## src/source/n64_ppu_pkg.sv

```systemverilog
// N64 video input shared types

package n64_ppu_pkg;

  // ====================
  // widths
  // ====================

  // one channel on the N64 video bus
  parameter int COLOR_W = 7;

  // lines per frame fit easily in 10 bits
  parameter int LINE_CNT_W = 10;

  // frames with at least this many lines are PAL
  parameter int PAL_LINES_MIN = 290;

  typedef logic [COLOR_W-1:0]    color_t;
  typedef logic [LINE_CNT_W-1:0] line_cnt_t;
  typedef logic [3:0]            sl_str_t;

  // ====================
  // bundles
  // ====================

  typedef struct packed {
    color_t r;
    color_t g;
    color_t b;
  } rgb_t;

  // active high, inverted from the bus
  typedef struct packed {
    logic vsync;
    logic hsync;
    logic csync;
  } sync_t;

  typedef struct packed {
    sync_t sync;
    rgb_t  rgb;
  } pixel_t;

  typedef struct packed {
    logic vdata_detected;
    logic palmode;
    logic n64_480i;
  } vinfo_t;

  typedef struct packed {
    logic    n16bit_mode;
    logic    sl_en;
    sl_str_t sl_str;
  } ppu_cfg_t;

  // word position within one pixel on the bus
  typedef enum logic [1:0] {
    ST_SYNC  = 2'd0,
    ST_RED   = 2'd1,
    ST_GREEN = 2'd2,
    ST_BLUE  = 2'd3
  } demux_state_t;

endpackage

```

## src/source/n64_ppu_top.sv

```systemverilog
// N64 video processing input stage

`timescale 1ns/1ps

module n64_ppu_top #(
  parameter int COLOR_W    = n64_ppu_pkg::COLOR_W,
  parameter int LINE_CNT_W = n64_ppu_pkg::LINE_CNT_W
) (
  input  logic                  N64_CLK_i,
  input  logic                  arst_n_i,
  input  logic                  nVDSYNC_i,
  input  logic [COLOR_W-1:0]    VD_i,
  input  n64_ppu_pkg::ppu_cfg_t cfg_i,
  output n64_ppu_pkg::vinfo_t   vinfo_o,
  output logic                  pix_valid_o,
  output n64_ppu_pkg::pixel_t   pix_o
);

  import n64_ppu_pkg::*;

  logic   demux_valid;
  pixel_t demux_pix;

  // ====================
  // bus demux
  // ====================

  n64_vdemux #(
    .COLOR_W(COLOR_W)
  ) u_vdemux (
    .N64_CLK_i    (N64_CLK_i),
    .arst_n_i     (arst_n_i),
    .nVDSYNC_i    (nVDSYNC_i),
    .vd_i         (VD_i),
    .n16bit_mode_i(cfg_i.n16bit_mode),
    .pix_valid_o  (demux_valid),
    .pix_o        (demux_pix)
  );

  // side detector, taps the demuxed stream
  n64_vinfo #(
    .LINE_CNT_W(LINE_CNT_W)
  ) u_vinfo (
    .N64_CLK_i  (N64_CLK_i),
    .arst_n_i   (arst_n_i),
    .pix_valid_i(demux_valid),
    .pix_i      (demux_pix),
    .vinfo_o    (vinfo_o)
  );

  // ====================
  // post processing
  // ====================

  scanline_emu #(
    .COLOR_W(COLOR_W)
  ) u_scanline_emu (
    .N64_CLK_i  (N64_CLK_i),
    .arst_n_i   (arst_n_i),
    .pix_valid_i(demux_valid),
    .pix_i      (demux_pix),
    .sl_en_i    (cfg_i.sl_en),
    .sl_str_i   (cfg_i.sl_str),
    .pix_valid_o(pix_valid_o),
    .pix_o      (pix_o)
  );

endmodule

```

## src/source/n64_vdemux.sv

```systemverilog
// N64 video bus demultiplexer

`timescale 1ns/1ps

module n64_vdemux #(
  parameter int COLOR_W = n64_ppu_pkg::COLOR_W
) (
  input  logic                 N64_CLK_i,
  input  logic                 arst_n_i,
  input  logic                 nVDSYNC_i,
  input  logic [COLOR_W-1:0]   vd_i,
  input  logic                 n16bit_mode_i,
  output logic                 pix_valid_o,
  output n64_ppu_pkg::pixel_t  pix_o
);

  import n64_ppu_pkg::*;

  demux_state_t       state;
  sync_t              sync_q;
  logic [COLOR_W-1:0] red_q;
  logic [COLOR_W-1:0] green_q;

  // drop the two low bits in 16-bit color mode
  function automatic logic [COLOR_W-1:0] reduce(input logic [COLOR_W-1:0] c,
                                                input logic               en);
    logic [COLOR_W-1:0] mask;
    mask = {{(COLOR_W-2){1'b1}}, 2'b00};
    return en ? (c & mask) : c;
  endfunction

  // ====================
  // word sequencer
  // ====================

  // a sync word always restarts the sequence
  always_ff @(posedge N64_CLK_i or negedge arst_n_i) begin
    if (!arst_n_i) begin
      state <= ST_SYNC;
    end else if (!nVDSYNC_i) begin
      state <= ST_RED;
    end else begin
      case (state)
        ST_RED:   state <= ST_GREEN;
        ST_GREEN: state <= ST_BLUE;
        ST_BLUE:  state <= ST_SYNC;
        default:  state <= ST_SYNC;
      endcase
    end
  end

  // bus flags are active low
  always_ff @(posedge N64_CLK_i or negedge arst_n_i) begin
    if (!arst_n_i) begin
      sync_q <= '0;
    end else if (!nVDSYNC_i) begin
      sync_q.vsync <= ~vd_i[3];
      sync_q.hsync <= ~vd_i[1];
      sync_q.csync <= ~vd_i[0];
    end
  end

  // color words
  always_ff @(posedge N64_CLK_i) begin
    if (nVDSYNC_i && state == ST_RED) begin
      red_q <= vd_i;
    end
    if (nVDSYNC_i && state == ST_GREEN) begin
      green_q <= vd_i;
    end
  end

  // ====================
  // pixel output
  // ====================

  always_ff @(posedge N64_CLK_i or negedge arst_n_i) begin
    if (!arst_n_i) begin
      pix_valid_o <= 1'b0;
    end else begin
      pix_valid_o <= nVDSYNC_i && (state == ST_BLUE);
    end
  end

  // blue goes straight from the bus into the pixel
  always_ff @(posedge N64_CLK_i) begin
    if (nVDSYNC_i && state == ST_BLUE) begin
      pix_o.sync  <= sync_q;
      pix_o.rgb.r <= reduce(red_q, n16bit_mode_i);
      pix_o.rgb.g <= reduce(green_q, n16bit_mode_i);
      pix_o.rgb.b <= reduce(vd_i, n16bit_mode_i);
    end
  end

  // at least four words per pixel, so never back to back
  a_valid_single: assert property (@(posedge N64_CLK_i) disable iff (!arst_n_i)
    pix_valid_o |=> !pix_valid_o);

endmodule

```

## src/source/n64_vinfo.sv

```systemverilog
// N64 video mode detection

`timescale 1ns/1ps

module n64_vinfo #(
  parameter int LINE_CNT_W = n64_ppu_pkg::LINE_CNT_W
) (
  input  logic                N64_CLK_i,
  input  logic                arst_n_i,
  input  logic                pix_valid_i,
  input  n64_ppu_pkg::pixel_t pix_i,
  output n64_ppu_pkg::vinfo_t vinfo_o
);

  import n64_ppu_pkg::*;

  logic                  vsync_q;
  logic                  hsync_q;
  logic                  vs_rise;
  logic                  hs_rise;
  logic [LINE_CNT_W-1:0] line_cnt;
  logic [LINE_CNT_W-1:0] line_cnt_prev;
  // frame ends seen so far, saturating at two
  logic [1:0]            frame_ends;

  assign vs_rise = pix_valid_i && pix_i.sync.vsync && !vsync_q;
  assign hs_rise = pix_valid_i && pix_i.sync.hsync && !hsync_q;

  // ====================
  // edge tracking
  // ====================

  always_ff @(posedge N64_CLK_i or negedge arst_n_i) begin
    if (!arst_n_i) begin
      vsync_q <= 1'b0;
      hsync_q <= 1'b0;
    end else if (pix_valid_i) begin
      vsync_q <= pix_i.sync.vsync;
      hsync_q <= pix_i.sync.hsync;
    end
  end

  // ====================
  // line counting
  // ====================

  // first line of a frame counts as line one
  always_ff @(posedge N64_CLK_i or negedge arst_n_i) begin
    if (!arst_n_i) begin
      line_cnt      <= '0;
      line_cnt_prev <= '0;
      frame_ends    <= '0;
    end else if (vs_rise) begin
      line_cnt      <= LINE_CNT_W'(hs_rise);
      line_cnt_prev <= line_cnt;
      if (frame_ends != 2'd2) begin
        frame_ends <= frame_ends + 2'd1;
      end
    end else if (hs_rise && line_cnt != '1) begin
      line_cnt <= line_cnt + 1'b1;
    end
  end

  // ====================
  // mode flags
  // ====================

  // count before the first vsync is partial, so it is never trusted
  always_ff @(posedge N64_CLK_i or negedge arst_n_i) begin
    if (!arst_n_i) begin
      vinfo_o <= '0;
    end else if (vs_rise) begin
      vinfo_o.vdata_detected <= (frame_ends != 2'd0);
      vinfo_o.palmode        <= (frame_ends != 2'd0) &&
                                (line_cnt >= LINE_CNT_W'(PAL_LINES_MIN));
      // interlaced frames alternate in length
      vinfo_o.n64_480i       <= (frame_ends == 2'd2) && (line_cnt != line_cnt_prev);
    end
  end

endmodule

```

## src/source/scanline_emu.sv

```systemverilog
// Scanline emulation stage

`timescale 1ns/1ps

module scanline_emu #(
  parameter int COLOR_W = n64_ppu_pkg::COLOR_W
) (
  input  logic                 N64_CLK_i,
  input  logic                 arst_n_i,
  input  logic                 pix_valid_i,
  input  n64_ppu_pkg::pixel_t  pix_i,
  input  logic                 sl_en_i,
  input  n64_ppu_pkg::sl_str_t sl_str_i,
  output logic                 pix_valid_o,
  output n64_ppu_pkg::pixel_t  pix_o
);

  import n64_ppu_pkg::*;

  logic      vsync_q;
  logic      hsync_q;
  logic      vs_rise;
  logic      hs_rise;
  line_cnt_t line_cnt;
  line_cnt_t line_cur;
  logic      dim_en;

  // c - c*str/16, never below zero
  function automatic logic [COLOR_W-1:0] dim(input logic [COLOR_W-1:0] c,
                                             input sl_str_t            str);
    logic [COLOR_W+3:0] prod;
    prod = c * str;
    return c - prod[COLOR_W+3:4];
  endfunction

  assign vs_rise = pix_valid_i && pix_i.sync.vsync && !vsync_q;
  assign hs_rise = pix_valid_i && pix_i.sync.hsync && !hsync_q;

  // ====================
  // line position
  // ====================

  // index of the line the current pixel belongs to
  always_comb begin
    if (vs_rise) begin
      line_cur = '0;
    end else if (hs_rise) begin
      line_cur = line_cnt + 1'b1;
    end else begin
      line_cur = line_cnt;
    end
  end

  always_ff @(posedge N64_CLK_i or negedge arst_n_i) begin
    if (!arst_n_i) begin
      vsync_q  <= 1'b0;
      hsync_q  <= 1'b0;
      line_cnt <= '0;
    end else if (pix_valid_i) begin
      vsync_q  <= pix_i.sync.vsync;
      hsync_q  <= pix_i.sync.hsync;
      line_cnt <= line_cur;
    end
  end

  assign dim_en = sl_en_i && line_cur[0];

  // ====================
  // output register
  // ====================

  always_ff @(posedge N64_CLK_i or negedge arst_n_i) begin
    if (!arst_n_i) begin
      pix_valid_o <= 1'b0;
      pix_o       <= '0;
    end else begin
      pix_valid_o <= pix_valid_i;
      if (pix_valid_i) begin
        pix_o.sync  <= pix_i.sync;
        pix_o.rgb.r <= dim_en ? dim(pix_i.rgb.r, sl_str_i) : pix_i.rgb.r;
        pix_o.rgb.g <= dim_en ? dim(pix_i.rgb.g, sl_str_i) : pix_i.rgb.g;
        pix_o.rgb.b <= dim_en ? dim(pix_i.rgb.b, sl_str_i) : pix_i.rgb.b;
      end
    end
  end

  a_valid_delay: assert property (@(posedge N64_CLK_i) disable iff (!arst_n_i)
    pix_valid_o == $past(pix_valid_i));

endmodule
```

## config.mk

```make
export PLATFORM = sky130hd
export DESIGN_NAME = n64_ppu_top
export DESIGN_NICKNAME = d
export VERILOG_FILES = /design/src/source/n64_ppu_pkg.sv /design/src/source/n64_ppu_top.sv /design/src/source/n64_vdemux.sv /design/src/source/n64_vinfo.sv /design/src/source/scanline_emu.sv
export SDC_FILE = /design/constraint.sdc
export NUM_CORES = 1
export LEC_CHECK = 0
export ABC_AREA = 1
export BUFFER_PORTS_ARGS = -buffer_cell sky130_fd_sc_hd__clkbuf_2
export CORE_ASPECT_RATIO = 2
export CORE_MARGIN = 4
export CORE_UTILIZATION = 50
export DETAILED_ROUTE_END_ITERATION = 7
export PLACE_DENSITY_LB_ADDON = 0.08
export SLEW_MARGIN = 25
export SYNTH_ARGS = -nofsm -noshare
export SYNTH_HDL_FRONTEND = slang
export SYNTH_SLANG_ARGS = --single-unit
```

## constraint.sdc

```tcl
create_clock -name N64_CLK_i -period 6.4 [get_ports N64_CLK_i]
set_clock_uncertainty 0.15 [all_clocks]
set_input_delay 1.28 -clock N64_CLK_i [delete_from_list [all_inputs] [get_ports N64_CLK_i]]
set_output_delay 1.28 -clock N64_CLK_i [all_outputs]
set_load 0.02 [all_outputs]
```

==> results.cfg <==
[run_status]
status = finished clean

[power_and_ir_drop]
p_seq_share_pct = 38.3
netSwitchingFraction_pct = 38.67
combPwrFrac_pct = 36.6
vdd_drop_max_uv = 191.3
powerDensity_mw_per_mm2 = 285.7
p_total_mw = 2.115
p_clk_share_pct = 25.0
internal_power_mw = 1.297
p_leak_nw = 4.054
power.switching_mw = 0.8178

[grt]
grt_antenna_before_repair = 0
grt_pass1_vias = 5843
grt_pass1_wl_mm = 27.16
grt_max_degree = 58
track_usage_pct = 21.64
grt_overflow_total = 0

[yosys]
synth_nets = 933
syn_area_mm2 = 0.006793
yosys.cell_types.count = 36
synth_top_area_share_pct = 21.00
ys_ff_latch = 95
synth_largest_area_cell = dfrtp_1
yosys_warnings = 0
synthTopCellsByCount = nand2_1 (221), inv_1 (163), ha_1 (64), dfrtp_1 (57), a21oi_1 (46)
synth_flop_cell = dfrtp_1
synthTopCellsByArea = dfrtp_1 (21%), edfxtp_1 (17%), nand2_1 (12%)
synth_edf_count = 38
async_reset_ff_share_pct = 60.00
yosysMostFrequentCell = nand2_1
syn_area_per_cell_um2 = 8.254
yosysSeqAreaShare_pct = 37.80
netlist_instances = 823

[layout]
drive_above_1_share_pct = 8.343
seqCellArea_mm2 = 0.002567
multi_input_area_mm2 = 0.003496
fin_nets = 968
finalInstanceArea_mm2 = 0.007402
post-route-util_pct = 55.39
antennaDiodeCount = 0
syn2layout_area_growth_pct = 8.970
fillers = 1277

[timing]
fmax_ghz = 0.1917
period_share_pct = 81.51
worstMarginPinSlew_ns = 0.9687
slew_viol_final = 0
fin_tns_setup_ns = 0
relSlewSlack_pct = 35.35
whs_ns = 0.2699
finalCriticalPeriod_ns = 5.217
setup_viol = 0
rsz0062_at_grt = false
finalHoldViolCount = 0

[clock_network]
root_buffer = clkbuf_16
clock_latency_ns = 0.35
hold_buffers = 0
cts_buffer_depth = 2
clkSlewWorstSetupHoldPaths_ns = 0.07
numCtsBuffers = 9
h-tree-depth = 3
cts_tree = done
cts_resized = 0
cts_setup_buffers = 0
cts_sinks = 95

[floorplanning]
die_h_um = 172.8
dieArea_mm2 = 0.01563
initial_core_util_pct = 50.83
core.rowCount = 60
dieWidth_um = 90.42
core_mm2 = 0.01336
io_pins = 44

[setup_path]
rrSetupSlack_ns = 2.01
r2r-start = u_vdemux.pix_o[9]
crit_family = adder cells
arrival_ns = 5.31
reg2reg_to = u_scanline_emu.pix_o[13]
cp-start-kind = input pin
rr_worst_depth = 26
crit_top_cell = nand2_1
crit_slowest_cell = fa_1
worstSetupPathType = in -> reg
crit_path_end_kind = register
max_stage_delay_ns = 0.54
crit_buf_inv = 3
crit_fanout = 21
cp.required_ns = 6.49
crit_start = cfg_i[3]

[worst_hold_path]
holdPathStages = 0
hold_end = u_vdemux.pix_o[16]
holdCritStartpoint = u_vdemux.red_q[2]
min_path_type = reg -> reg

[route]
ant_nets = 0
routed_wl_mm = 16.12
drtPass1Iterations = 5
via_per_inst = 5.334
drc = 0
vias = 5430
wl_per_cell_um = 15.84
drtIter0Drc = 254

[placed_design]
gp_congestion = 0.8434
hpwlAfterDp_mm = 12.18
io_buffers = 43
place_area_mm2 = 0.007113

[run]
maxCapViolations = 0
## cells in the final DEF, fill, tap and decap left out, types with 2 or more instances in the layout
| cell | Yosys | layout |
|---|---|---|
| o21ai_1 | 5 | 5 |
| a21oi_1 | 46 | 46 |
| inv_2 | 2 | 2 |
| edfxtp_1 | 38 | 38 |
| nor2_1 | 40 | 40 |
| fa_1 | 30 | 30 |
| o2111ai_1 | 3 | 3 |
| clkbuf_16 | 0 | 9 |
| dfrtp_1 | 57 | 57 |
| xor2_1 | 5 | 5 |
| xnor2_1 | 24 | 24 |
| clkinv_4 | 0 | 2 |
| nand4_1 | 3 | 3 |
| inv_1 | 163 | 163 |
| a21o_1 | 5 | 5 |
| o31ai_1 | 2 | 2 |
| inv_6 | 0 | 3 |
| nor3_1 | 7 | 7 |
| or2_2 | 5 | 5 |
| nand2_1 | 221 | 221 |
| buf_4 | 4 | 2 |
| a31oi_1 | 3 | 3 |
| o21ai_0 | 37 | 37 |
| clkbuf_2 | 0 | 43 |
| nor4_1 | 2 | 2 |
| ha_1 | 64 | 64 |
| nand3_1 | 30 | 30 |
## sequential cells by signal, summed over array words and instances, names as in the netlist
signal	count
u_scanline_emu.pix_o	24
u_vinfo.line_cnt_prev	10
u_vdemux.red_q	7
u_scanline_emu.line_cnt	1
u_vdemux.green_q	7
u_scanline_emu.pix_valid_o	1
u_vinfo.vinfo_o	3
u_vinfo.line_cnt	10
u_vdemux.sync_q	3
u_vdemux.state	2
u_vdemux.pix_valid_o	1
u_vdemux.pix_o	24
u_vinfo.frame_ends	2
## worst reg2reg max path, cell delays in order, from the launching register on
cell and delay [ns]:
edfxtp_1 0.52, nand2_1 0.12, inv_1 0.07, fa_1 0.54, inv_1 0.06, fa_1 0.54, inv_1 0.04, ha_1 0.33
nand2_1 0.08, inv_1 0.03, nand2_1 0.05, nand2_1 0.09, nand2_1 0.07, nand2_1 0.05, or2_2 0.27, nand2_1 0.06
ha_1 0.26, a21oi_1 0.21, nand2_1 0.07, nand2_1 0.07, nand2_1 0.06, a21oi_1 0.16, inv_1 0.06, nand3_1 0.10
nand4_1 0.09, nand3_1 0.09, nand2_1 0.05
## layout make-up
| cell class | instances | area share (%) |
|---|---|---|
| clock inverters | 7 | 0.8621 |
| inverters | 166 | 8.452 |
| flip-flops and latches | 95 | 34.69 |
| clock buffers | 9 | 3.043 |
| multi-input cells | 541 | 47.23 |
| repair buffers | 45 | 3.110 |
| well taps | 155 | 2.620 |
## power groups by stage
stage / Combinational (mW) / Sequential (mW) / Clock, mW
after global routing: 0.884 / 0.825 / 0.566
after global placement: 0.764 / 0.821 / 0
after floorplan: 0.496 / 0.888 / 0
after CTS: 0.785 / 0.812 / 0.540
final: 0.775 / 0.811 / 0.529
after detailed placement: 0.779 / 0.823 / 0
## metrics by stage
stage | setup WS [ns] | std cells
2_1_floorplan | 1.158 | 823
3_3_place_gp | 0.9010 | 1002
6_report | 1.183 | 1018
5_1_grt | 0.7965 | 1018
3_5_place_dp | 0.8307 | 1002
4_1_cts | 1.197 | 1018
## how the worst max path moves through the flow
stage / to / slack [ns] / depth (start not counted)
detailed placement: u_scanline_emu.pix_o[13] / 0.83 / 27
finish: u_scanline_emu.pix_o[13] / 1.18 / 27
global route: u_scanline_emu.pix_o[13] / 0.80 / 27
CTS: u_scanline_emu.pix_o[13] / 1.20 / 27
global placement: u_scanline_emu.pix_o[13] / 0.90 / 27
floorplan: u_scanline_emu.pix_o[13] / 1.16 / 28
## per-layer routing
layer	up-vias	routed length, µm	GRT usage, %
met4	0	571	10.17
li1	2645	-	-
met1	2631	6092	22.50
met2	113	9034	42.15
met3	41	426	2.481
met5	-	0	0
## cells by family after synthesis
family / synth area share [%]
simple gates: 18.59
buf+inv: 10.74
compound gates: 8.510
flops: 37.80
fa+ha+maj: 20.63
xor+xnor: 3.739
Note: power is estimated with default switching activity, not from simulation.
